[src/hw/c16_mem_config.svh]
// Bus widths, RAM depth, bank register page and BASIC pointer addresses
`ifndef C16_MEM_CONFIG_SVH
`define C16_MEM_CONFIG_SVH

//////////////////////////////////////////////////////////////////////
// Bus sizes
//////////////////////////////////////////////////////////////////////

// CPU address and data width
`define C16_ADDR_W 16
`define C16_DATA_W 8

// Full 64K of main RAM
`define C16_RAM_DEPTH 65536

//////////////////////////////////////////////////////////////////////
// Memory map
//////////////////////////////////////////////////////////////////////

// Upper 12 address bits of the Plus/4 ROM bank latch page
`define C16_BANK_PAGE 12'hFDD

// Page that always maps to KERNAL, whatever the bank
`define C16_KERNAL_PAGE 8'hFC

// Low bytes of the BASIC pointer pairs, fixed up after a PRG load
`define C16_PTR_ADDR0 16'h002D
`define C16_PTR_ADDR1 16'h002F
`define C16_PTR_ADDR2 16'h0031
`define C16_PTR_ADDR3 16'h009D

`endif

[src/hw/c16_mem_pkg.sv]
// Package with the memory bus structs, bank select union and read source enum
`include "c16_mem_config.svh"

package c16_mem_pkg;

	// One access to the single RAM port
	typedef struct packed {
		logic                    valid;
		logic                    we;
		logic [`C16_ADDR_W-1:0] addr;
		logic [`C16_DATA_W-1:0] wdata;
	} mem_req_t;

	// CPU bus cycle as seen by the memory side
	typedef struct packed {
		logic                    req;
		logic                    we;
		logic [`C16_ADDR_W-1:0] addr;
		logic [`C16_DATA_W-1:0] wdata;
	} cpu_bus_t;

	// Download byte and its strobe
	typedef struct packed {
		logic                    wr;
		logic [`C16_DATA_W-1:0] data;
	} dl_byte_t;

	// Low nibble of an FDDx write, taken as-is or split into the two bank fields
	typedef union packed {
		logic [3:0] raw;
		struct packed {
			logic [1:0] romh;
			logic [1:0] roml;
		} sel;
	} bank_sel_u;

	// Which memory answers a CPU read
	typedef enum logic [2:0] {
		SRC_RAM,
		SRC_BASIC,
		SRC_KERNAL,
		SRC_FUNC_LO,
		SRC_FUNC_HI,
		SRC_CART_LO,
		SRC_CART_HI,
		SRC_NONE
	} mem_src_e;

endpackage

[src/hw/mem_arbiter.sv]
// Fixed-priority arbiter sharing the RAM port between CPU and loader
`timescale 1ns/100ps

module mem_arbiter
	import c16_mem_pkg::*;
(
	input  cpu_bus_t cpu_i,
	input  mem_req_t ldr_req_i,
	output logic     ldr_gnt_o,
	output mem_req_t ram_req_o
);

	//////////////////////////////////////////////////////////////////////
	// Port select
	//////////////////////////////////////////////////////////////////////

	// CPU always wins, its access has a fixed one-cycle reply
	always_comb begin
		if (cpu_i.req) begin
			ram_req_o.valid = 1'b1;
			ram_req_o.we    = cpu_i.we;
			ram_req_o.addr  = cpu_i.addr;
			ram_req_o.wdata = cpu_i.wdata;
		end else begin
			ram_req_o = ldr_req_i;
		end
	end

	// Loader is granted only when its request is the one reaching the RAM
	assign ldr_gnt_o = ldr_req_i.valid & ~cpu_i.req;

endmodule

[config.mk]
export PLATFORM = sky130hd
export DESIGN_NAME = mem_arbiter
export DESIGN_NICKNAME = d
export VERILOG_FILES = /design/src/hw/c16_mem_pkg.sv /design/src/hw/mem_arbiter.sv
export VERILOG_INCLUDE_DIRS = /design/src /design/src/hw
export SDC_FILE = /design/constraint.sdc
export NUM_CORES = 1
export LEC_CHECK = 0
export BUFFER_PORTS_ARGS = -buffer_cell sky130_fd_sc_hd__buf_4
export CAP_MARGIN = 20
export CORE_MARGIN = 2
export CORE_UTILIZATION = 29
export DETAILED_ROUTE_END_ITERATION = 12
export PLACE_DENSITY = 0.89
export SETUP_SLACK_MARGIN = 0.1
export SLEW_MARGIN = 5
export SYNTH_ARGS = -nofsm -noshare
export SYNTH_HDL_FRONTEND = slang
export SYNTH_SLANG_ARGS = --single-unit
export TNS_END_PERCENT = 30
[constraint.sdc]
create_clock -name vclk -period 1.7
set_input_delay 0.34 -clock vclk [all_inputs]
set_output_delay 0.34 -clock vclk [all_outputs]
set_load 0.03 [all_outputs]
# [Yosys cells after proc, flatten, opt, wreduce, memory -nomap -nowiden]
# Cells that the tools add are included.
[word_totals] word_cells=3 in_bits=52 register_bits=0 out_inout_bits=27
[op_classes] n_mux=1 bitwise=2
[op_table] operator="$mux W26" count=1
[op_table] operator="$and A1 B1 Y1" count=1
[op_table] operator="$not A1 Y1" count=1

# [Depth between registers and ports, before layout]
[logic_depth] word_depth=2 ltp_mapped=3 mapped_depth_nobuf=1

# [Worst setup path before layout]
# Ideal clock, no wire load.
[synth_path] path_type="input port to output port" from="input cpu_i[25] (netlist name)" to="output ldr_gnt_o" setup_slack_ns=0.309 path_stages=3 n_path_buf=2 arrival_ns=1.051 required_time_ns=1.360 path_cell_list="buf_6 buf_12 nor2b_1"
[synth_via] elab_chain_len=2
[synth_rtl] element="start, declared" line="mem_arbiter.sv:7" source="input cpu_bus_t cpu_i,"
[synth_rtl] element="$not A1 Y1" line="mem_arbiter.sv:30" source="assign ldr_gnt_o = ldr_req_i.valid & ~cpu_i.req;"
[synth_rtl] element="$and A1 B1 Y1" line="mem_arbiter.sv:30"
[synth_rtl] element="end, declared" line="mem_arbiter.sv:9" source="output logic ldr_gnt_o,"
# No other way between the ends.

==> results.yml <==
place:
  routabilityCongestion: 0.6646
  port_buffers: 79
cells_and_area:
  nClkBuffers: 0
  design.seq.count: 0
  final_common_cell: "buf_4"
  register_area_um2: 0
  drive_gt1_share_pct: 99.06
  finalNetCount: 160
  layout_common_cells: "78 x buf_4, 18 x mux2_4, 7 x mux2_2"
  areaGrowthSynthToFinish_pct: 136.7
  fillerInstances: 103
  antennaDiodeCount: 0
logic_synthesis:
  yosysSeqAreaShare_pct: 0
  avgSynthCellArea_um2: 13.76
  yosysWarnings: 0
  yosysUniqueCellTypes: 6
  syn_inst: 30
  netlist_area_um2: 412.9
  synth_nets: 82
detailed_routing:
  wl_per_cell_um: 11.86
  postRouteAntennaNets: 0
  drt-pass1-iter-count: 1
  vias: 530
  via_per_inst: 4.380
  remaining_drc_errors: 0
  wirelength_um: 1435
  drtIter0Drc: 0
global_route:
  track_usage_pct: 15.64
  grt_pass1_wl_um: 2277
  overflow: 0
  antenna_found_initial: 0
  grt_max_degree: 28
  grt_pass1_vias: 555
power:
  swShare_pct: 44.69
  p_comb_share_pct: 100.0
  power_frac_clock_pct: 0
  power.density_nw_per_um2: 365.5
  cell_internal_pwr_uw: 197.6
  ir_drop_v: 0.0001814
  power_frac_seq_pct: 0
  leakage_nw: 0.5606
  power_uw: 357.2
  power.switching_uw: 159.6
die:
  dieArea_um2: 1742
  fp.dieH_um: 41.74
  start_util_pct: 31.34
  num_rows: 13
  core_area_um2: 1318
  die_w_um: 41.74
  ioPinCount: 79
critical_path:
  crit_path_top_delay_cell: "mux2_2"
  worstPathArrival_ns: 1.15
  required_ns: 1.36
  start_kind: "primary input"
  crit_type: "in2out"
  slowest_delay_ns: 0.38
  crit_chain: "buf_6 -> mux2_2 -> buf_4"
  cp_max_fo: 27
  worstSetupEndpointType: "output port"
hold_path:
  min_path_type: "in2out"
clock_tree:
  postCtsSetupRepairBufs: 0
  ctsHoldBuffers: 0
  post_cts_resized: 0
sta:
  worst_pin_slew_ns: 0.2918
  grt_setup_unrepaired: "no"
  setup_viol_count_final: 0
  period_needed_ns: 1.486
  timing.setup.tns_ns: 0
  slew_violations: 0
  finalHoldViolations: 0
  relSlewSlack_pct: 80.55
  fin_crit_sh_pct: 87.44
  fmax_mhz: 672.8
job:
  maxCapViolCount: 0
run_status:
  outcome: "completed"
[per-stage QoR]
step	setup slack [ns]	util (%)	hold slack [ns]	cells	cell area, um2
2_1_floorplan	0.3091	-	0.8552	30	412.9
3_3_place_gp	0.1195	73.88	0.9907	121	973.4
3_5_place_dp	0.1003	73.88	0.9972	121	973.4
4_1_cts	0.1019	73.88	0.9971	121	973.4
5_1_grt	0.1779	74.17	1.008	121	977.2
6_report	0.2136	74.17	0.9951	121	977.2
[routing by layer]
metal,vias to the layer above,wire length (um),track usage [%]
met2,39,806,34.38
met3,2,169,3.913
li1,264,-,-
met5,-,0,0
met1,225,445,13.59
met4,0,14,2.581
[kinds of logic (layout without fill, tap and decap cells)]
logic type             count (synthesis)  in the layout  synth area share (%)
buffers and inverters                  3             79                 12.42
muxes                                 25             25                 84.55
and+or+nand+nor                        2              2                 3.032
[final cells by class]
type / instances / area, um2 / area share [%]
multi-input combinational: 27 / 361.6 / 37.00
timing repair buffer: 79 / 596.8 / 61.08
tap: 15 / 18.77 / 1.921
[cells in the mapped netlist]
library cell | count | share of area (%)
buf_12 | 2 | 9.7
mux2_2 | 7 | 19
or2_2 | 1 | 1.5
nor2b_1 | 1 | 1.5
mux2_4 | 18 | 65
buf_6 | 1 | 2.7
[worst max-delay path: cells and delay by family]
family	cells	cell delay (ns)
buffers and inverters	2	0.43
muxes	1	0.38
[path summary, 6_finish.rpt]
kind / startpoint / to / slack [ns] / cells after the start
setup / recovery: cpu_i[25] / ram_req_o[0] / 0.21 / 3
hold / removal: ldr_req_i[25] / ram_req_o[25] / 1.0 / 3
[power groups by stage]
stage | combinational, mW | clock [mW] | sequential [mW]
after global placement | 0.354 | 0 | 0
after global routing | 0.374 | 0 | 0
after CTS | 0.360 | 0 | 0
after floorplan | 0.207 | 0 | 0
after detailed placement | 0.359 | 0 | 0
final | 0.357 | 0 | 0
Power figures use the tool's default switching activity.
