[config.mk]
export PLATFORM = sky130hd
export DESIGN_NAME = rom_bank_ctrl
export DESIGN_NICKNAME = d
export VERILOG_FILES = /design/src/hw/c16_mem_pkg.sv /design/src/hw/rom_bank_ctrl.sv
export VERILOG_INCLUDE_DIRS = /design/src /design/src/hw
export SDC_FILE = /design/constraint.sdc
export NUM_CORES = 1
export LEC_CHECK = 0
export ABC_AREA = 1
export CAP_MARGIN = 20
export CORE_AREA = 2 2 39 41
export CTS_CLUSTER_DIAMETER = 30
export DETAILED_ROUTE_END_ITERATION = 6
export DIE_AREA = 0 0 41 43
export DONT_BUFFER_PORTS = 1
export GPL_TIMING_DRIVEN = 0
export PLACE_DENSITY = 0.65
export SETUP_SLACK_MARGIN = 0.02
export SLEW_MARGIN = 10
export SYNTH_ARGS = -nofsm -noshare
export SYNTH_HDL_FRONTEND = slang
export SYNTH_SLANG_ARGS = --single-unit
[constraint.sdc]
create_clock -name clk_sys -period 0.8 [get_ports clk_sys]
set_input_delay 0.08 -clock clk_sys [delete_from_list [all_inputs] [get_ports clk_sys]]
set_output_delay 0.08 -clock clk_sys [all_outputs]
set_load 0.005 [all_outputs]
[src/hw/c16_mem_config.svh]
// Bus widths, RAM depth, bank register page and BASIC pointer addresses
`ifndef C16_MEM_CONFIG_SVH
`define C16_MEM_CONFIG_SVH

//////////////////////////////////////////////////////////////////////
// Bus sizes
//////////////////////////////////////////////////////////////////////

// CPU address and data width
`define C16_ADDR_W 16
`define C16_DATA_W 8

// Full 64K of main RAM
`define C16_RAM_DEPTH 65536

//////////////////////////////////////////////////////////////////////
// Memory map
//////////////////////////////////////////////////////////////////////

// Upper 12 address bits of the Plus/4 ROM bank latch page
`define C16_BANK_PAGE 12'hFDD

// Page that always maps to KERNAL, whatever the bank
`define C16_KERNAL_PAGE 8'hFC

// Low bytes of the BASIC pointer pairs, fixed up after a PRG load
`define C16_PTR_ADDR0 16'h002D
`define C16_PTR_ADDR1 16'h002F
`define C16_PTR_ADDR2 16'h0031
`define C16_PTR_ADDR3 16'h009D

`endif

[src/hw/c16_mem_pkg.sv]
// Package with the memory bus structs, bank select union and read source enum
`include "c16_mem_config.svh"

package c16_mem_pkg;

	// One access to the single RAM port
	typedef struct packed {
		logic                    valid;
		logic                    we;
		logic [`C16_ADDR_W-1:0] addr;
		logic [`C16_DATA_W-1:0] wdata;
	} mem_req_t;

	// CPU bus cycle as seen by the memory side
	typedef struct packed {
		logic                    req;
		logic                    we;
		logic [`C16_ADDR_W-1:0] addr;
		logic [`C16_DATA_W-1:0] wdata;
	} cpu_bus_t;

	// Download byte and its strobe
	typedef struct packed {
		logic                    wr;
		logic [`C16_DATA_W-1:0] data;
	} dl_byte_t;

	// Low nibble of an FDDx write, taken as-is or split into the two bank fields
	typedef union packed {
		logic [3:0] raw;
		struct packed {
			logic [1:0] romh;
			logic [1:0] roml;
		} sel;
	} bank_sel_u;

	// Which memory answers a CPU read
	typedef enum logic [2:0] {
		SRC_RAM,
		SRC_BASIC,
		SRC_KERNAL,
		SRC_FUNC_LO,
		SRC_FUNC_HI,
		SRC_CART_LO,
		SRC_CART_HI,
		SRC_NONE
	} mem_src_e;

endpackage

[src/hw/rom_bank_ctrl.sv]
// Plus/4 ROM bank register and CPU read source decoder
`timescale 1ns/100ps
`include "c16_mem_config.svh"

module rom_bank_ctrl
	import c16_mem_pkg::*;
(
	input  logic     clk_sys,
	input  logic     reset,
	input  logic     model_i,
	input  cpu_bus_t cpu_i,
	output mem_src_e src_o
);

	localparam int unsigned AW = `C16_ADDR_W;

	logic      model_q;
	bank_sel_u bank_q;
	mem_src_e  src_next;

	// Model latched while in reset, bank latch only exists on the Plus/4
	always_ff @(posedge clk_sys) begin
		if (reset) begin
			model_q <= model_i;
			bank_q  <= '0;
		end else if (model_q && cpu_i.req && cpu_i.we &&
			     cpu_i.addr[AW-1:4] == `C16_BANK_PAGE) begin
			bank_q.raw <= cpu_i.addr[3:0];
		end
	end

	//////////////////////////////////////////////////////////////////////
	// Read source decode
	//////////////////////////////////////////////////////////////////////

	always_comb begin
		if (!cpu_i.addr[AW-1]) begin
			src_next = SRC_RAM;
		end else if (!cpu_i.addr[AW-2]) begin
			// 8000-BFFF, low ROM window
			case (bank_q.sel.roml)
				2'd0:    src_next = SRC_BASIC;
				2'd1:    src_next = SRC_CART_LO;
				2'd2:    src_next = SRC_FUNC_LO;
				default: src_next = SRC_NONE;
			endcase
		end else if (cpu_i.addr[AW-1:8] == `C16_KERNAL_PAGE) begin
			src_next = SRC_KERNAL;
		end else begin
			// C000 and up, high ROM window
			case (bank_q.sel.romh)
				2'd0:    src_next = SRC_KERNAL;
				2'd1:    src_next = SRC_CART_HI;
				2'd2:    src_next = SRC_FUNC_HI;
				default: src_next = SRC_NONE;
			endcase
		end
	end

	// Source lines up with the RAM read data, one cycle after the request
	always_ff @(posedge clk_sys) begin
		if (reset) begin
			src_o <= SRC_NONE;
		end else if (cpu_i.req && !cpu_i.we) begin
			src_o <= src_next;
		end
	end

endmodule

=== Word level (Yosys, flattened, before mapping) ===
Index checks and enable logic that the tools add are counted.

* Bitwise operators: 0
* Equality and inequality tests: 6
* Reduce and logical (&&, ||, !) cells: 7
* Div/mod/pow operators: 0
* Multipliers: 0
* Shift-type cells: 0
* Magnitude comparators: 0
* Add/sub/neg operators: 0
* Muxes and demuxes: 5

{| class="wikitable"
|+ Operator list
! operator !! count
|-
| 3-bit case mux with 3 select lines || 2
|-
| 12-bit equality test (second input constant) || 1
|-
| 3-bit 2-to-1 mux || 3
|-
| 8-bit equality test (second input constant) || 1
|-
| 2-bit by 1-bit equality test with 1-bit output (second input constant) || 2
|-
| 2-bit equality test (second input constant) || 2
|-
| 1-bit logical AND || 4
|-
| 2-bit logical NOT || 2
|-
| 1-bit logical NOT || 1
|}

* Register bits: 8
* Latch bits: 0
* ROM bits: 0
* RAM bits: 0
* Memories: 0
* Bits of input ports: 29
* Output and inout port bits: 3
* Word-level logic and storage cells: 21

=== Depth between registers and ports, before layout ===
* Word-level depth: 5
* Gate-level depth with buffers: 7
* Mapped depth without buffers: 7

=== Least setup slack after synthesis ===
OpenSTA, ideal clock, no wires.

* Path type: register -> register
* Start: reg bank_q[3] (netlist name)
* End: reg src_o[2]
* Setup slack: -0.079 ns
* Stages on the path, launching flop included: 6
* Setup time: 0.115 ns
* Period minus slack after synthesis: 0.879 ns
* Data required time: 0.685 ns
* Buffers on the path: 0
* Arrival: 0.765 ns
* Path through: dfxtp_1 or2_2 nand2_1 nand2_1 nand2_1 nand2_1

* Word-level cells in the longest chain between the ends: 5
* Elaborated cells between the ends (all ways): 7
* Those cells by class: eq/ne: 2; mux: 4; reduce/logical: 1

{| class="wikitable"
|+ Ends and longest elaborated chain
! element !! line !! RTL
|-
| from (decl) || rom_bank_ctrl.sv:18 || <nowiki>bank_sel_u bank_q;</nowiki>
|-
| 2-bit equality test, or another cell as far along || rom_bank_ctrl.sv:51 || <nowiki>case (bank_q.sel.romh)</nowiki>
|-
| 3-bit case mux with 3 select lines (*) || rom_bank_ctrl.sv:51 ||
|-
| 3-bit 2-to-1 mux (*) || rom_bank_ctrl.sv:47 || <nowiki>end else if (cpu_i.addr[AW-1:8] == `C16_KERNAL_PAGE) begin</nowiki>
|-
| 3-bit 2-to-1 mux (*) || rom_bank_ctrl.sv:39 || <nowiki>end else if (!cpu_i.addr[AW-2]) begin</nowiki>
|-
| 3-bit 2-to-1 mux (*) || rom_bank_ctrl.sv:37 || <nowiki>if (!cpu_i.addr[AW-1]) begin</nowiki>
|-
| to (signal assigned) || rom_bank_ctrl.sv:65 || <nowiki>src_o <= src_next;</nowiki>
|-
| to (decl) || rom_bank_ctrl.sv:12 || <nowiki>output mem_src_e src_o</nowiki>
|}

Every way passes the cells marked *; elsewhere a longest branch is shown, timed or not.
A chain may end at the register's enable or synchronous reset.

=== Worst setup path after layout ===
* Start: reg model_q
* End: reg bank_q[0] (netlist name)

* Word-level cells in the longest chain between the ends: 3

{| class="wikitable"
|+ Ends and longest elaborated chain
! element !! line !! RTL
|-
| from (decl) || rom_bank_ctrl.sv:17 || <nowiki>logic model_q;</nowiki>
|-
| from (signal assigned) || rom_bank_ctrl.sv:24 || <nowiki>model_q <= model_i;</nowiki>
|-
| 1-bit logical AND (2 in series) || rom_bank_ctrl.sv:26 || <nowiki>end else if (model_q && cpu_i.req && cpu_i.we &&</nowiki>
|-
| 1-bit logical AND (no line) || - ||
|}

No other way between the ends.

==> flow_summary.ini <==
[yosys]
synth_top_area_share_pct = 28.6
syn_area_um2 = 490
ys_warn_count = 0
syn_nets = 113
synth_area_leader_cell = dfxtp_1
ys_top_cells_by_area = dfxtp_1, nand2_1, nor2_1
synth-edff-count = 1
synth.most_common_cell = nand2_1
synthCells = 84
avgSynthCellArea_um2 = 5.84
yosys-top-cells-count = nand2_1, nor2_1, inv_1
synthArstFlopShare_pct = 0
ys_seq_elements = 8
yosysUniqueCellTypes = 12
seq_area_frac_synth_pct = 34.7
ys_dominant_reg_cell = dfxtp_1

[global_route]
grt_pass1_vias = 438
grt_start_max_net_pins = 6
global_route.usage.total_pct = 13.1
grt-ovfl-total = 0
grt_first_pass_wirelength_um = 1580
antenna_found_initial = 0

[hold_path]
hold_path_class = input pin to register
min_path_cells = 3
holdCritStartpoint = reset
holdPathEnd = bank_q[2]

[routing]
first_iter_violations = 9
post_drt_wl_per_cell_um = 9.65
drc_errors = 0
final_antenna_net_count = 0
vias_per_cell = 4.66
vias = 503
drt_pass1_iterations = 4
wl_um = 1040

[sta]
drv_slew = 0
timing.slew.headroom_pct = 81.8
fin_ws_ns = -0.155
hold_viol_final = 0
setup_violations = 5
finalCritPeriodShare_pct = 119
period_needed_ns = 0.955
fmax_mhz = 1050
holdWs_ns = 0.0243
rsz0062_at_grt = yes
finalClockSkew_ns = 0.00535
finalSetupTns_ns = -0.654
tightest_slew_ns = 0.272

[clocking]
insertion_delay_ns = 0.25
ctsRootBufferMaster = clkbuf_4
cts_sinks = 8
cts_buffers = 3
cts_tree = built
htree_levels = 1
clockBufferDepth = 2
clk_pin_slew_worst_paths_ns = 0.06

[critical_path]
reg2regPathDepth = 5
worst_setup_path_start_kind = register
max_stage_delay_ns = 0.35
cp_max_fo = 4
crit_path_end_kind = register
path_buf_inv = 0
worstPathCellList = nand4_1, nor2_4, nand3_1, nand2_1, nor2_1
critPathKind = register to register
cp.depth = 5
r2r-start = model_q
cp_top_family = simple AND/OR/NAND/NOR gates
crit_required_ns = 0.94
cp.arrival_ns = 1.10
r2r-end = bank_q[0]
reg2reg_slack_ns = -0.15
slowest_stage = edfxtp_1

[placement]
gp_congestion = 0.778
hpwlAfterDp_um = 784
io_buffers = 0
placed_area_um2 = 514
dp.cells = 100
pre_cts_ws_ns = -0.151

[final_layout]
synthToLayoutAreaGrowth_pct = 22.7
final_layout_size_suffix_gt1_share_pct = 17.4
diodes = 0
nets = 122
fin_area_um2 = 602
finish.utilization_pct = 43.5
final_cells = 108

[die]
start_util_pct = 35.4
dieArea_um2 = 1760
core-area_um2 = 1380
ios = 32
die_w_um = 41
row_count = 14
die_h_um = 43

[power_and_ir_drop]
p_leak_nw = 0.297
power_uw = 851
cellPowerDensity_nw_per_um2 = 1410
vdd_drop_max_mv = 0.874

[flow_run]
cap_violations = 0

[run_status]
violations = setup timing
outcome = finished with violations
## cell type report
| class | instances | area, µm² |
|---|---|---|
| Multi-Input combinational cell | 60 | 282 |
| Clock buffer | 4 | 26.3 |
| Inverter | 16 | 60.1 |
| Timing Repair Buffer | 4 | 41.3 |
| Tap cell | 16 | 20.0 |
| Fill cell | 150 | 782 |
| Sequential cell | 8 | 173 |
## cell families after synthesis
family	count (synthesis)	share of synthesized area, %
compound gates	3	3.06
simple gates	57	50.0
flops	8	34.7
buf+inv	16	12.2
## how the worst max path moves through the flow
| stage | startpoint | end | slack, ns |
|---|---|---|---|
| 2_1_floorplan | model_q | bank_q[3] | -0.03 |
| 3_5_place_dp | model_q | bank_q[1] | -0.15 |
| 3_3_place_gp | model_q | bank_q[0] | -0.14 |
| 5_1_grt | model_q | bank_q[1] | -0.26 |
| 6_report | model_q | bank_q[0] | -0.15 |
| 4_1_cts | model_q | bank_q[1] | -0.16 |
## worst min-delay path: stages
cell	delay (ns)
inv_1	0.06
nand2_1	0.07
nor2_1	0.03
## per-layer routing
metal  global-route usage, %  up-vias  wire [µm]
met2                    19.1       18        502
met1                    16.1      217        438
li1                        -      266          -
met4                    8.00        0         10
met3                    4.19        2         90
met5                       0        -          0
## flip-flops by register name (all words and copies together) (netlist names)
signal,count
bank_q,4
src_o,3
model_q,1
## power by group
group,switching (mW),internal (mW)
Sequential,0.0108,0.422
Combinational,0.0519,0.0391
Clock,0.136,0.191
Total,0.199,0.652
## placed cells by master (no fill, tap or decap)
master and instances:
a21oi_1 2, dfxtp_1 5, clkbuf_1 1, nand3_2 1
edfxtp_1 1, nand3_1 6, nor2_1 18, nor2_2 2
dfxtp_2 2, inv_1 16, nand2_2 3, a21oi_2 1
nor2_4 2, nand2_1 23, buf_6 1, clkbuf_4 3
nand4_1 1, dlygate4sd3_1 3, or2_4 1
## timing repair
item	4_1_cts	5_1_grt
endpoints found under the hold margin	5	0
gates resized for setup	1	6
endpoints found under the setup margin	5	7
setup buffers	1	0
hold buffers	3	0
gates cloned	0	0
pin swaps	0	4
(Power assumes the default switching activity.)
