File: config.mk
export PLATFORM = sky130hd
export DESIGN_NAME = prg_loader
export DESIGN_NICKNAME = d
export VERILOG_FILES = /design/src/hw/c16_mem_pkg.sv /design/src/hw/prg_loader.sv
export VERILOG_INCLUDE_DIRS = /design/src /design/src/hw
export SDC_FILE = /design/constraint.sdc
export NUM_CORES = 1
export LEC_CHECK = 0
export ABC_AREA = 1
export BUFFER_PORTS_ARGS = -buffer_cell sky130_fd_sc_hd__clkbuf_2
export CORE_MARGIN = 2
export CORE_UTILIZATION = 55
export DETAILED_ROUTE_END_ITERATION = 10
export HOLD_SLACK_MARGIN = 0.05
export PLACE_DENSITY_LB_ADDON = 0.12
export SLEW_MARGIN = 20
export SYNTH_ARGS = -nofsm -noshare
export SYNTH_HDL_FRONTEND = slang
export SYNTH_SLANG_ARGS = --single-unit
File: constraint.sdc
create_clock -name clk_sys -period 3.5 [get_ports clk_sys]
set_clock_uncertainty 0.2 [all_clocks]
set_input_delay 0.7 -clock clk_sys [delete_from_list [all_inputs] [get_ports clk_sys]]
set_output_delay 0.7 -clock clk_sys [all_outputs]
set_load 0.005 [all_outputs]
File: src/hw/c16_mem_config.svh
// Bus widths, RAM depth, bank register page and BASIC pointer addresses
`ifndef C16_MEM_CONFIG_SVH
`define C16_MEM_CONFIG_SVH

//////////////////////////////////////////////////////////////////////
// Bus sizes
//////////////////////////////////////////////////////////////////////

// CPU address and data width
`define C16_ADDR_W 16
`define C16_DATA_W 8

// Full 64K of main RAM
`define C16_RAM_DEPTH 65536

//////////////////////////////////////////////////////////////////////
// Memory map
//////////////////////////////////////////////////////////////////////

// Upper 12 address bits of the Plus/4 ROM bank latch page
`define C16_BANK_PAGE 12'hFDD

// Page that always maps to KERNAL, whatever the bank
`define C16_KERNAL_PAGE 8'hFC

// Low bytes of the BASIC pointer pairs, fixed up after a PRG load
`define C16_PTR_ADDR0 16'h002D
`define C16_PTR_ADDR1 16'h002F
`define C16_PTR_ADDR2 16'h0031
`define C16_PTR_ADDR3 16'h009D

`endif

File: src/hw/c16_mem_pkg.sv
// Package with the memory bus structs, bank select union and read source enum
`include "c16_mem_config.svh"

package c16_mem_pkg;

	// One access to the single RAM port
	typedef struct packed {
		logic                    valid;
		logic                    we;
		logic [`C16_ADDR_W-1:0] addr;
		logic [`C16_DATA_W-1:0] wdata;
	} mem_req_t;

	// CPU bus cycle as seen by the memory side
	typedef struct packed {
		logic                    req;
		logic                    we;
		logic [`C16_ADDR_W-1:0] addr;
		logic [`C16_DATA_W-1:0] wdata;
	} cpu_bus_t;

	// Download byte and its strobe
	typedef struct packed {
		logic                    wr;
		logic [`C16_DATA_W-1:0] data;
	} dl_byte_t;

	// Low nibble of an FDDx write, taken as-is or split into the two bank fields
	typedef union packed {
		logic [3:0] raw;
		struct packed {
			logic [1:0] romh;
			logic [1:0] roml;
		} sel;
	} bank_sel_u;

	// Which memory answers a CPU read
	typedef enum logic [2:0] {
		SRC_RAM,
		SRC_BASIC,
		SRC_KERNAL,
		SRC_FUNC_LO,
		SRC_FUNC_HI,
		SRC_CART_LO,
		SRC_CART_HI,
		SRC_NONE
	} mem_src_e;

endpackage

File: src/hw/prg_loader.sv
// PRG download parser with RAM write requests and BASIC pointer fixup
`timescale 1ns/100ps
`include "c16_mem_config.svh"

module prg_loader
	import c16_mem_pkg::*;
(
	input  logic     clk_sys,
	input  logic     reset,
	input  dl_byte_t dl_i,
	input  logic     dl_active_i,
	output logic     dl_wait_o,
	output mem_req_t req_o,
	input  logic     gnt_i
);

	typedef enum logic [1:0] {
		ST_LOAD,
		ST_DATA,
		ST_FIX
	} ldr_state_e;

	ldr_state_e             state;
	logic [1:0]             hdr_cnt;
	logic                   dl_seen;
	logic [2:0]             ptr_idx;
	logic [2:0]             ptr_next;
	logic [`C16_ADDR_W-1:0] next_addr;

	// Pointer pair base by index, odd index is the high byte
	function automatic logic [`C16_ADDR_W-1:0] ptr_addr(input logic [2:0] idx);
		logic [`C16_ADDR_W-1:0] base;
		case (idx[2:1])
			2'd0:    base = `C16_PTR_ADDR0;
			2'd1:    base = `C16_PTR_ADDR1;
			2'd2:    base = `C16_PTR_ADDR2;
			default: base = `C16_PTR_ADDR3;
		endcase
		return base + {{(`C16_ADDR_W-1){1'b0}}, idx[0]};
	endfunction

	assign ptr_next = ptr_idx + 3'd1;

	always_ff @(posedge clk_sys) begin
		if (reset) begin
			state       <= ST_LOAD;
			hdr_cnt     <= 2'd0;
			dl_seen     <= 1'b0;
			ptr_idx     <= 3'd0;
			req_o.valid <= 1'b0;
			dl_wait_o   <= 1'b0;
		end else begin
			case (state)
				ST_LOAD: begin
					if (dl_active_i) begin
						dl_seen <= 1'b1;
						if (dl_i.wr) begin
							// First two bytes carry the load address, little endian
							if (hdr_cnt == 2'd0) begin
								next_addr[7:0] <= dl_i.data;
								hdr_cnt        <= 2'd1;
							end else if (hdr_cnt == 2'd1) begin
								next_addr[15:8] <= dl_i.data;
								hdr_cnt         <= 2'd2;
							end else begin
								req_o.valid <= 1'b1;
								req_o.we    <= 1'b1;
								req_o.addr  <= next_addr;
								req_o.wdata <= dl_i.data;
								next_addr   <= next_addr + 1'b1;
								dl_wait_o   <= 1'b1;
								state       <= ST_DATA;
							end
						end
					end else if (dl_seen) begin
						// Download over, next_addr now holds the end address
						dl_seen     <= 1'b0;
						hdr_cnt     <= 2'd0;
						ptr_idx     <= 3'd0;
						req_o.valid <= 1'b1;
						req_o.we    <= 1'b1;
						req_o.addr  <= ptr_addr(3'd0);
						req_o.wdata <= next_addr[7:0];
						dl_wait_o   <= 1'b1;
						state       <= ST_FIX;
					end
				end
				ST_DATA: begin
					if (gnt_i) begin
						req_o.valid <= 1'b0;
						dl_wait_o   <= 1'b0;
						state       <= ST_LOAD;
					end
				end
				default: begin
					if (gnt_i) begin
						if (ptr_idx == 3'd7) begin
							req_o.valid <= 1'b0;
							dl_wait_o   <= 1'b0;
							state       <= ST_LOAD;
						end else begin
							ptr_idx     <= ptr_next;
							req_o.addr  <= ptr_addr(ptr_next);
							req_o.wdata <= ptr_next[0] ? next_addr[15:8] : next_addr[7:0];
						end
					end
				end
			endcase
		end
	end

endmodule

Word-level counts from Yosys, hierarchy flattened
Index checks and enable logic that the tools add are counted.

cells by class
  bitwise gates (word level) = 3
  equal/unequal tests = 18
  mux-type cells = 47
  reduce and logical (&&, ||, !) cells = 14
  $add $sub $neg = 3

operators by type and width
  cell                                                             count
  26-bit 2-to-1 mux                                                5
  16-bit 2-to-1 mux                                                4
  24-bit 2-to-1 mux                                                2
  24-bit case mux with 2 select lines                              1
  8-bit 2-to-1 mux                                                 4
  2-bit 2-to-1 mux                                                 13
  8-bit case mux with 3 select lines                               1
  16-bit by 1-bit adder with 16-bit output                         1
  16-bit by 1-bit adder with 16-bit output, second input constant  1
  5-bit AND reduction                                              3
  2-bit inequality test, second input constant                     7
  3-bit 2-to-1 mux                                                 4
  3-bit inequality test, second input constant                     4
  1-bit 2-to-1 mux                                                 9
  8-bit AND reduction                                              1
  7-bit AND reduction                                              1
  2-bit by 1-bit == test with 1-bit output, second input constant  3
  2-bit zero test                                                  3
  3-bit case mux with 2 select lines                               1
  6-bit AND reduction                                              1
  1-bit case mux with 2 select lines                               2
  2-bit case mux with 2 select lines                               1
  4-bit AND reduction                                              1
  2-bit nonzero test                                               2
  8 further kinds                                                  10

word-level totals
  register bits = 51
  input bits = 13
  output and inout bits = 27

Depth between registers and ports, before layout
Gate-level depths: netlist of run 1.

  word-level depth = 11
  gate-level depth with buffers = 9

Worst setup path before layout of run 1
Ideal clock, no wire load.

  kind = input to register
  from = in reset
  to = reg next_addr[10], enable pin
  cell stages on the path = 2
  setup slack = 1032 ps
  arrival = 1873 ps
  buffers on the path = 1
  setup time = 395 ps
  cells stage by stage = clkbuf_1 -> nor4_1

between the ends
  word-level cells in the longest chain between the ends = 2

RTL lines
  what                           line              source
  from (decl)                    prg_loader.sv:9   input logic reset,
  1-bit inverter (no line)       n/a
  5-bit AND reduction (no line)  n/a
  to (signal assigned)           prg_loader.sv:63  next_addr[15:8] <= dl_i.data;
  to (signal assigned)           prg_loader.sv:70  next_addr <= next_addr + 1'b1;
  to (decl)                      prg_loader.sv:28  logic [`C16_ADDR_W-1:0] next_addr;

Every way passes these cells.
A chain may end at the register's enable or synchronous reset.

Worst setup path after layout of run 1
  from = reg ptr_idx[0]
  to = reg req_o[10] (netlist bit) (data pin)

between the ends
  word-level cells in the longest chain between the ends = 11
  elaborated cells on any way between the ends = 13
  those cells by class = 2 x add/sub; 2 x eq/ne; 8 x mux; 1 x reduce/logical

RTL lines
  what                                          line               source
  from (decl)                                   prg_loader.sv:26   logic [2:0] ptr_idx;
  from (signal assigned)                        prg_loader.sv:102  ptr_idx <= ptr_next;
  3-bit by 1-bit adder with 3-bit output (*)    prg_loader.sv:42   assign ptr_next = ptr_idx + 3'd1;
  2-bit == test, or another cell as far along   prg_loader.sv:33   case (idx[2:1])
  8-bit case mux with 3 select lines            prg_loader.sv:33
  16-bit 2-to-1 mux                             prg_loader.sv:97   if (ptr_idx == 3'd7) begin
  16-bit 2-to-1 mux                             prg_loader.sv:96   if (gnt_i) begin
  16-bit 2-to-1 mux                             prg_loader.sv:53   case (state)
  16-bit 2-to-1 mux                             prg_loader.sv:45   if (reset) begin
  16-bit by 1-bit adder with 16-bit output (*)  prg_loader.sv:39   return base + {{(`C16_ADDR_W-1){1'b0}}, idx[0]};
  24-bit 2-to-1 mux (*)                         prg_loader.sv:97
  24-bit 2-to-1 mux (*)                         prg_loader.sv:96
  24-bit case mux with 2 select lines (*)       prg_loader.sv:53
  to (decl)                                     prg_loader.sv:13   output mem_req_t req_o,

Mark *: on every way between the ends. The rest lies on a longest branch, timed or not. The select of a mux whose other input is x is not followed.

==> results of run 1 <==
stage by stage:
stage                     util (%)  power, mW  setup slack, ns  instance area, um^2  hold WS [ns]
after floorplan                  -      0.917             1.03                 2690         0.244
after global placement        61.9      0.986             1.25                 2920         0.257
after detailed placement      61.9      0.991             1.21                 2920         0.262
after CTS                     64.3       1.39             1.44                 3040         0.274
after global routing          64.3       1.46             1.33                 3040         0.314
final                         64.3       1.39             1.44                 3040         0.274
cell families after synthesis:
family | Yosys count | share of synthesized area [%]
AOI/OAI and AO/OA | 55 | 12.8
xor gates and xnor gates | 4 | 1.30
adders and majority gates | 6 | 2.79
buffers and inverters | 45 | 7.40
DFF | 49 | 51.4
other | 1 | 0.140
and+or+nand+nor | 137 | 24.2
routing by layer:
layer  share of wire (%)  vias up
li1                    -     1093
met1                  47     1037
met2                  46       77
met3                 5.5        9
met4                 1.5        0
met5                   0        -
where the power goes:
group	internal [mW]	leakage [nW]	total [mW]	switching [mW]
clock	0.214	0.0543	0.414	0.200
sequential	0.691	0.441	0.713	0.0224
combinational	0.0919	0.755	0.267	0.175
critical path, stage by stage (launching register included):
cell	delay, ns
dfxtp_1	0.35
ha_1	0.21
ha_1	0.33
nor2_1	0.18
ha_1	0.17
ha_1	0.23
nor2_1	0.11
a21oi_1	0.05
registers in the layout, indices dropped and copies added (netlist names):
register   count
ptr_idx        3
state          2
dl_seen        1
dl_wait_o      1
hdr_cnt        2
next_addr     16
req_o         24
cells in the final DEF, fill, tap and decap left out, types with 2 or more instances in the layout:
| cell type | Yosys | final |
|---|---|---|
| nor3_1 | 2 | 2 |
| a31oi_1 | 4 | 4 |
| o22ai_1 | 2 | 2 |
| inv_1 | 33 | 33 |
| nand3_2 | 4 | 4 |
| clkbuf_8 | 0 | 5 |
| ha_1 | 6 | 6 |
| nor2_4 | 3 | 3 |
| edfxtp_1 | 40 | 40 |
| buf_4 | 2 | 3 |
| clkbuf_2 | 0 | 38 |
| o21ai_1 | 2 | 2 |
| nand4_1 | 6 | 6 |
| nand2_1 | 60 | 60 |
| o21ai_0 | 20 | 20 |
| nor2_2 | 3 | 3 |
| nor4_1 | 2 | 2 |
| xor2_1 | 3 | 3 |
| inv_2 | 2 | 2 |
| o221ai_1 | 4 | 4 |
| a21oi_2 | 5 | 5 |
| dfxtp_1 | 9 | 9 |
| a21oi_1 | 9 | 9 |
| nor2_1 | 35 | 35 |
| o211ai_1 | 4 | 4 |
| nand3_1 | 17 | 17 |
final cells by class:
class | count | area (um^2) | share of cell area, %
well taps | 67 | 83.8 | 2.76
clock inverters | 3 | 46.3 | 1.52
inverters | 36 | 138 | 4.53
clock buffers | 5 | 68.8 | 2.27
multi-input cells | 203 | 1110 | 36.4
flip-flops and latches | 49 | 1380 | 45.5
repair buffers | 41 | 213 | 7.00
worst paths after layout:
check | endpoint | depth (start not counted)
hold / removal | ptr_idx[1] | 2
setup reg to reg | req_o[10] | 7
hold reg to reg | ptr_idx[1] | 2
setup / recovery | req_o[10] | 7
==> summary.txt, run 1 <==
Synth
  • Async set-reset flop share out of synthesis: 0%
  • Post-Syn Nets: 316
  • Post-synthesis sequential area ratio: 51.4%
  • Most used flip-flop cell after synthesis: edfxtp_1
  • Number of storage elements in the synthesis netlist: 49
  • Count of distinct cell types in the synthesized netlist: 40
  • Mean instance size in the synthesized netlist: 9.05 um^2
  • Synth top cells by count: 60 x nand2_1, 40 x edfxtp_1, 35 x nor2_1, 33 x inv_1, 20 x o21ai_0
  • Synthesized netlist cell count: 297
  • Number of enable flip-flop cells after synthesis: 40
  • Number of warning messages in the yosys log: 0
  • Most repeated cell in the gate-level netlist after synthesis: nand2_1
  • Share of the synthesized area in the top cell type: between 40 and 50%
  • Leading area contributor after synthesis: edfxtp_1
  • Most area-consuming cells after synthesis: edfxtp_1 45%, nand2_1 8.4%, dfxtp_1 6.7%
  • Mapped Area: between 0.002 and 0.003 mm^2

Placed design
  • Global placer's final weighted congestion: 0.913
  • Placed cells: 396
  • HPWL after DPL: 4380 um
  • Port Buffers: 38

GRT
  • Met2 global-route usage: 35.7%
  • Global-route wire length before repair: roughly 9500 um
  • Number of global-route vias before repair: 2,014
  • Grt ovf: 0
  • Global Route met1 Usage: 33.5%
  • Global routing met3 resource utilization: 4.80%
  • Antenna violations before repair: 0
  • Pin count of the biggest net entering global routing: 25
  • Total track usage: 23.4%
  • Busiest layer in global routing: met2

Drt
  • Number of vias in the routed layout: 2,216
  • Mean routed wirelength per cell: 14.3 um
  • Sum of routed wire length over all layers: 5790 um
  • Number of DRC violations after detailed routing: 0
  • Number of search-and-repair iterations in the first detailed-routing pass: 4
  • Vias per std cell: 5.49
  • Number of violations reported at the end of detailed-routing iteration 0: between 200 and 250
  • Antenna Violating Nets Remaining: 0

STA
  • Highest attainable clock frequency: 485 MHz
  • Setup tns final: 0 ns
  • Final Cycle Share: 58.9%
  • Final Hold Fails: 0
  • Slew Limit Fails: 0
  • Final critical delay including setup and external delays: approximately 2.1 ns
  • RSZ-0062 raised after global routing: no
  • Final setup viols: 0

Floorplanning
  • Placeable Area: approximately 0.0047 mm^2
  • Boundary pin count: 40
  • Placement Rows: 25
  • Die Area: 0.00546 mm^2
  • Horizontal die dimension: 73.9 um
  • Initial Util: 56.9%
  • DIE HEIGHT: ~74 um

Power
  • Static Leak: 1.25 nW
  • Power density normalized to cell area: 459 mW/mm^2
  • VDD IR-drop max: 0.223 mV

Worst hold path
  • Tightest Hold Check Type: reg -> reg
  • Hold wc startpoint: ptr_idx[1]

Clocking
  • TritonCTS buffer count: 5
  • Number of sinks driven by the clock tree: 49
  • Number of buffers inserted to repair setup after CTS: 0
  • Max H-tree Level: 2
  • Post-CTS clock slew at the launch and capture registers of the worst setup and hold paths: 0.09 ns
  • CTS Hold Bufs: 0
  • Max Buffers Root-to-Sink: 2
  • CTS tree: yes
  • Number of gates resized after CTS: 0
  • Clock Tree Root: clkbuf_8
  • Clock latency reported for the late side of the worst-skew pair: around 0.32 ns

Flow run
  • Max_cap viols: 0

Worst setup path
  • Data required time at the worst endpoint: 3.37 ns
  • Minimum setup slack among reg-to-reg paths: 1.44 ns
  • R2R Path Start: ptr_idx[0]
  • Max FO, Critical Path: 4
  • Critical path startpoint: ptr_idx[0]
  • Worst Setup Path Type: reg -> reg
  • CP Launch Type: flip-flop
  • Crit path capture type: flip-flop
  • Arrival time worst endpoint: 1.93 ns

Final layout
  • Number of fill cells in the layout: 401
  • Diodes inserted: 0
  • Number of nets at the end of the flow: 355
  • Proportion of layout cells with a drive suffix above 1: 21.7%
  • Synthesis-to-finish area growth: 13.0%
  • Number of standard cells in the layout, taps in and fillers out: 404

Status
  • Outcome: complete, no violations
Note: power is estimated with default switching activity, not from simulation.
==> run 2: changes to the inputs <==
--- a/config.mk
+++ b/config.mk
@@ -9,7 +9,7 @@
 export ABC_AREA = 1
 export BUFFER_PORTS_ARGS = -buffer_cell sky130_fd_sc_hd__clkbuf_2
 export CORE_MARGIN = 2
-export CORE_UTILIZATION = 55
+export CORE_UTILIZATION = 51
 export DETAILED_ROUTE_END_ITERATION = 10
 export HOLD_SLACK_MARGIN = 0.05
 export PLACE_DENSITY_LB_ADDON = 0.12
==> constraint.sdc (replaced) <==
create_clock -name clk_sys -period 1.8 [get_ports clk_sys]
set_clock_uncertainty 0.2 [all_clocks]
set_input_delay 0.36 -clock clk_sys [delete_from_list [all_inputs] [get_ports clk_sys]]
set_output_delay 0.36 -clock clk_sys [all_outputs]
set_load 0.005 [all_outputs]
==> summary.txt, run 2 (synthesis results as in run 1) <==
Clocking
  • Max H-tree Level: 2
  • Number of sinks driven by the clock tree: 49
  • Max Buffers Root-to-Sink: 2
  • Post-CTS clock slew at the launch and capture registers of the worst setup and hold paths: 0.08 ns
  • Clock latency reported for the late side of the worst-skew pair: between 0.3 and 0.4 ns
  • Clock Tree Root: clkbuf_8
  • TritonCTS buffer count: 5
  • CTS Hold Bufs: 0
  • CTS tree: yes

Placed design
  • HPWL after DPL: 4570 um
  • Placed cells: approximately 410
  • Port Buffers: 38
  • Area post-placement: 0.00312 mm^2
  • Global placer's final weighted congestion: around 0.93
  • Setup slack after placement: -0.0589 ns

Power
  • Proportion of total power due to net switching: between 20% and 30%
  • Power density normalized to cell area: about 810 mW/mm^2
  • Share of power burned in combinational logic: 22.5%
  • Power, Total: ~2.6 mW
  • Internal Power: roughly 1.8 mW
  • Psw: 0.776 mW
  • Static Leak: around 1.3 nW
  • Proportion of power drawn by flip-flops and latches: 52.8%
  • VDD IR-drop max: 0.495 mV
  • Clock share of power: 24.7%

Floorplanning
  • Placement Rows: 26
  • Horizontal die dimension: around 77 um
  • Placeable Area: ~0.0051 mm^2
  • Initial Util: 52.6%
  • Boundary pin count: 40
  • Die Area: 0.00587 mm^2
  • DIE HEIGHT: 76.6 um

Final layout
  • Utilization after layout: 63.8%
  • Diodes inserted: 0
  • Synthesis-to-finish area growth: 21.3%
  • Register bank with the most flops: req_o
  • Leading cell types in the layout, fill and taps excluded: 60 x nand2_1, 40 x edfxtp_1, 38 x clkbuf_2, 33 x inv_1, 30 x nor2_1
  • Most common library cell in the layout ignoring fill and taps: nand2_1
  • Number of nets at the end of the flow: 371
  • Number of standard cells in the layout, taps in and fillers out: 423
  • Max FFs per register: 24
  • Proportion of layout cells with a drive suffix above 1: 29.7%
  • Post-route cell area: between 0.003 and 0.004 mm^2
  • Largest registers: req_o (24), next_addr (16), ptr_idx (3)

Worst setup path
  • Worst Setup Path Type: reg -> reg
  • Data required time at the worst endpoint: 1.65 ns
  • Arrival time worst endpoint: between 1.5 and 2 ns
  • CP Launch Type: flip-flop
  • Longest individual stage delay on the worst path: 0.34 ns
  • Crit path top cell by count: ha_4
  • List of cells traversed by the critical path: ha_4, ha_4, nor2_4, ha_4, ha_4, xnor2_2, o22ai_1
  • Crit path capture type: flip-flop
  • Worst Path Buf+Inv: 0
  • Critical Path Slowest Stage Cell: dfxtp_2
  • Max FO, Critical Path: 3
  • Category of cells accounting for the largest share of critical-path delay: adder cells

GRT
  • Met2 global-route usage: 32.6%
  • Antenna violations before repair: 0
  • Busiest layer in global routing: met2
  • Global Route met1 Usage: 29.3%
  • Grt ovf: 0
  • Total track usage: 21.0%
  • Global routing met3 resource utilization: 3.67%
  • Number of global-route vias before repair: 2,038
  • Global-route wire length before repair: approximately 9600 um
  • Pin count of the biggest net entering global routing: 25

STA
  • Final critical delay including setup and external delays: 1.80 ns
  • Slew Limit Fails: 0
  • Final setup viols: 1
  • WHS: between 0.1 and 0.15 ns
  • Setup tns final: -0.00308 ns
  • Min setup slack post-route: -0.00308 ns
  • Highest attainable clock frequency: 555 MHz
  • Final Hold Fails: 0
  • Final Cycle Share: 100%
  • RSZ-0062 raised after global routing: yes

Drt
  • Number of search-and-repair iterations in the first detailed-routing pass: 5
  • Sum of routed wire length over all layers: just under 6000 um
  • Antenna Violating Nets Remaining: 0
  • Vias per std cell: 5.29
  • Number of DRC violations after detailed routing: 0
  • Mean routed wirelength per cell: 14.1 um
  • Number of violations reported at the end of detailed-routing iteration 0: 147
  • Number of vias in the routed layout: 2,239

Worst hold path
  • Tightest Hold Check Type: in -> reg

Flow run
  • Max_cap viols: 0

Status
  • Outcome: complete, but fails checks
  • Violated checks: negative setup slack
[run 2: routing by layer]
layer / up-vias / wire length (um) / part of all wire [%]
met4: 0 / 180 / 3.0
met3: 17 / 384 / 6.4
li1: 1121 / - / -
met5: - / 0 / 0
met2: 95 / 2680 / 45
met1: 1006 / 2720 / 46
[run 2: worst reg2reg max path: stages, from the launching register on]
cell	delay (ns)
dfxtp_2	0.34
ha_4	0.16
ha_4	0.28
nor2_4	0.04
ha_4	0.16
ha_4	0.15
xnor2_2	0.12
o22ai_1	0.09
[run 2: area by class of cell]
type	count	area (um^2)
clock buffer	5	68.8
clock inverter	3	21.3
fill	442	1850
inverter	36	138
multi-input combinational	203	1220
sequential	49	1380
tap	70	87.6
timing repair buffer	57	345
[run 2: repair_timing]
action                                  CTS  global route
pin swaps                                 3             2
resized for setup                         5             4
setup buffers                             1             0
endpoints found under the setup margin    2             8
[run 2: worst paths after layout]
path              start    endpoint  slack, ns  cells past startpoint
max          ptr_idx[1]   req_o[12]     -0.003                      7
min reg2reg   dl_wait_o   dl_wait_o       0.28                      2
min               gnt_i  ptr_idx[1]       0.13                      3
max reg2reg  ptr_idx[1]   req_o[12]     -0.003                      7
[run 2: power by group through the flow]
stage	Clock [mW]	Sequential, mW	Combinational [mW]
final	0.648	1.39	0.591
after global routing	0.705	1.39	0.660
after CTS	0.661	1.39	0.588
after detailed placement	0	1.41	0.578
after global placement	0	1.41	0.573
after floorplan	0	1.41	0.384
==> run 3: changes to the inputs <==
--- a/config.mk
+++ b/config.mk
@@ -6,7 +6,6 @@
 export SDC_FILE = /design/constraint.sdc
 export NUM_CORES = 1
 export LEC_CHECK = 0
-export ABC_AREA = 1
 export BUFFER_PORTS_ARGS = -buffer_cell sky130_fd_sc_hd__clkbuf_2
 export CORE_MARGIN = 2
 export CORE_UTILIZATION = 51
==> summary.txt, run 3 <==
Worst setup path
  • Arrival time worst endpoint: about 1.7 ns
  • Crit path capture type: flip-flop
  • Crit path top cell by count: ha_4
  • CP Launch Type: flip-flop
  • Longest individual stage delay on the worst path: about 0.35 ns
  • Max FO, Critical Path: 6
  • List of cells traversed by the critical path: ha_4, ha_4, and3b_2, nor2_4, nor3_4, buf_4, clkbuf_16
  • Category of cells accounting for the largest share of critical-path delay: simple AND/OR/NAND/NOR gates
  • Critical Path Slowest Stage Cell: dfxtp_2
  • Worst Setup Path Type: reg -> reg
  • Worst Path Buf+Inv: 2
  • Data required time at the worst endpoint: 1.64 ns

Final layout
  • Largest registers: req_o (24), next_addr (16), ptr_idx (3)
  • Number of nets at the end of the flow: 338
  • Proportion of layout cells with a drive suffix above 1: about two fifths
  • Max FFs per register: 24
  • Register bank with the most flops: req_o
  • Synthesis-to-finish area growth: 33.8%
  • Diodes inserted: 0
  • Leading cell types in the layout, fill and taps excluded: 40 x edfxtp_1, 39 x buf_4, 38 x clkbuf_2, 29 x nor2_1, 26 x nand2_1
  • Number of fill cells in the layout: 350
  • Most common library cell in the layout ignoring fill and taps: edfxtp_1

Floorplanning
  • Die Area: between 0.005 and 0.006 mm^2
  • Initial Util: 52.8%
  • Horizontal die dimension: 73.9 um
  • Placement Rows: 25
  • Placeable Area: 0.00472 mm^2
  • DIE HEIGHT: roughly 74 um
  • Boundary pin count: 40

STA
  • Slew Limit Fails: 0
  • Final Cycle Share: 105%
  • Min setup slack post-route: -0.0917 ns
  • Highest attainable clock frequency: 529 MHz
  • RSZ-0062 raised after global routing: yes
  • Final critical delay including setup and external delays: 1.89 ns
  • Final Hold Fails: 0
  • Final setup viols: 25

Synth
  • Async set-reset flop share out of synthesis: 0%
  • Most used flip-flop cell after synthesis: edfxtp_1
  • Post-synthesis sequential area ratio: 55.4%
  • Number of warning messages in the yosys log: 0
  • Share of the synthesized area in the top cell type: about half
  • Synth top cells by count: 40 x edfxtp_1, 35 x nor2_1, 29 x nand2_1, 18 x o21ai_1, 13 x xnor2_1
  • Number of enable flip-flop cells after synthesis: 40
  • Count of distinct cell types in the synthesized netlist: 38
  • Leading area contributor after synthesis: edfxtp_1
  • Number of storage elements in the synthesis netlist: 49
  • Synthesized netlist cell count: 243
  • Mean instance size in the synthesized netlist: 10.3 um^2
  • Post-Syn Nets: 262
  • Most area-consuming cells after synthesis: edfxtp_1 48%, dfxtp_1 7.2%, nor2_1 5.3%
  • Most repeated cell in the gate-level netlist after synthesis: edfxtp_1
  • Mapped Area: approximately 0.0025 mm^2

Power
  • Power density normalized to cell area: 683 mW/mm^2
  • Power, Total: 2.28 mW
  • VDD IR-drop max: roughly 0.35 mV
  • Static Leak: 1.28 nW

Clocking
  • TritonCTS buffer count: 5
  • Clock latency reported for the late side of the worst-skew pair: 0.31 ns
  • CTS tree: yes
  • Max Buffers Root-to-Sink: 2
  • Post-CTS clock slew at the launch and capture registers of the worst setup and hold paths: 0.09 ns
  • CTS Hold Bufs: 0
  • Max H-tree Level: 2
  • Clock Tree Root: clkbuf_8
  • Number of sinks driven by the clock tree: 49

Drt
  • Mean routed wirelength per cell: 15.5 um
  • Vias per std cell: 5.44
  • Antenna Violating Nets Remaining: 0
  • Met2 WL: 2840 um
  • Number of DRC violations after detailed routing: 0
  • Met3 WL: 397 um
  • Sum of routed wire length over all layers: 6000 um
  • Number of search-and-repair iterations in the first detailed-routing pass: 4
  • Number of vias in the routed layout: about 2.1k
  • Number of violations reported at the end of detailed-routing iteration 0: 184
  • Highest routing layer actually used: met4
  • WL met1: approximately 2700 um

GRT
  • Number of global-route vias before repair: 1,965
  • Grt ovf: 0
  • Total track usage: 22.9%
  • Antenna violations before repair: 0
  • Pin count of the biggest net entering global routing: 25
  • Global-route wire length before repair: 9360 um

Flow run
  • Max_cap viols: 0

Placed design
  • Setup slack after placement: -0.0954 ns
  • Global placer's final weighted congestion: 0.920
  • HPWL after DPL: 4290 um
  • Port Buffers: 38

Worst hold path
  • Tightest Hold Check Type: in -> reg

Status
  • Violated checks: negative setup slack
  • Outcome: complete, but fails checks
run 3: cell types whose count changed after synthesis, moves of 6 or more:
cell | before | now
clkbuf_1 | 1 | 8
inv_1 | 33 | 5
nand2_1 | 60 | 29
nand3_1 | 17 | 4
o21ai_0 | 20 | 2
o22ai_1 | 2 | 8
xnor2_1 | 1 | 13
o21ai_1 | 2 | 18
and3_1 | 0 | 8
run 3: worst paths after layout:
path,start,endpoint,slack (ns),cells after the start
hold reg to reg,dl_seen,dl_seen,0.30,2
setup reg to reg,ptr_idx[1],req_o[22],-0.09,7
hold / removal,reset,dl_seen,0.10,2
setup / recovery,ptr_idx[1],req_o[22],-0.09,7
run 3: kinds of logic after synthesis:
logic type | count (synthesis) | synth area share (%)
xor gates and xnor gates | 16 | 5.62
DFF | 49 | 55.4
and+or+nand+nor | 107 | 21.4
AOI/OAI and AO/OA | 44 | 10.3
other | 1 | 0.150
muxes | 2 | 0.853
buffers and inverters | 18 | 3.26
adders and majority gates | 6 | 3.01
run 3: final cells by class:
type	count	area (um^2)	area share (%)
clock buffer	5	68.8	2.06
clock inverter	3	17.5	0.525
inverter	5	18.8	0.562
multi-input combinational	176	1190	35.5
sequential	49	1380	41.5
tap	67	83.8	2.51
timing repair buffer	82	579	17.4
run 3: where the power goes:
part	total [mW]	switching, mW	internal, mW
combinational	0.341	0.188	0.153
sequential	1.29	0.0204	1.27
clock	0.643	0.375	0.269
run 3: per-layer routing:
layer,vias up,global-route usage (%)
met5,-,0
met4,0,8.28
met3,11,5.28
met2,81,35.4
met1,989,31.8
li1,1026,-
run 3: metrics by stage:
step	instances	hold slack [ns]	utilization [%]	instance area [um^2]	setup TNS, ns
floorplan	243	0.258	-	2550	-10.54
global placement	373	0.276	65.1	3070	-1.30
detailed placement	373	0.290	65.1	3070	-3.20
CTS	382	0.0987	68.1	3220	-1.61
global route	387	0.122	70.7	3340	-2.95
finish	387	0.103	70.7	3340	-1.84
run 3: timing repair:
| action | 4_1_cts | 5_1_grt |
|---|---|---|
| gates cloned | 0 | 2 |
| buffers inserted | 1 | 3 |
| pin swaps | 2 | 4 |
| gates resized for setup | 9 | 13 |
| endpoints found under the setup margin | 41 | 57 |
run 3: worst register-to-register path, cell delays in order, from the launching register on:
cell and delay (ns):
dfxtp_2 0.35, ha_4 0.16, ha_4 0.15, and3b_2 0.27, nor2_4 0.04, nor3_4 0.13, buf_4 0.17, clkbuf_16 0.14
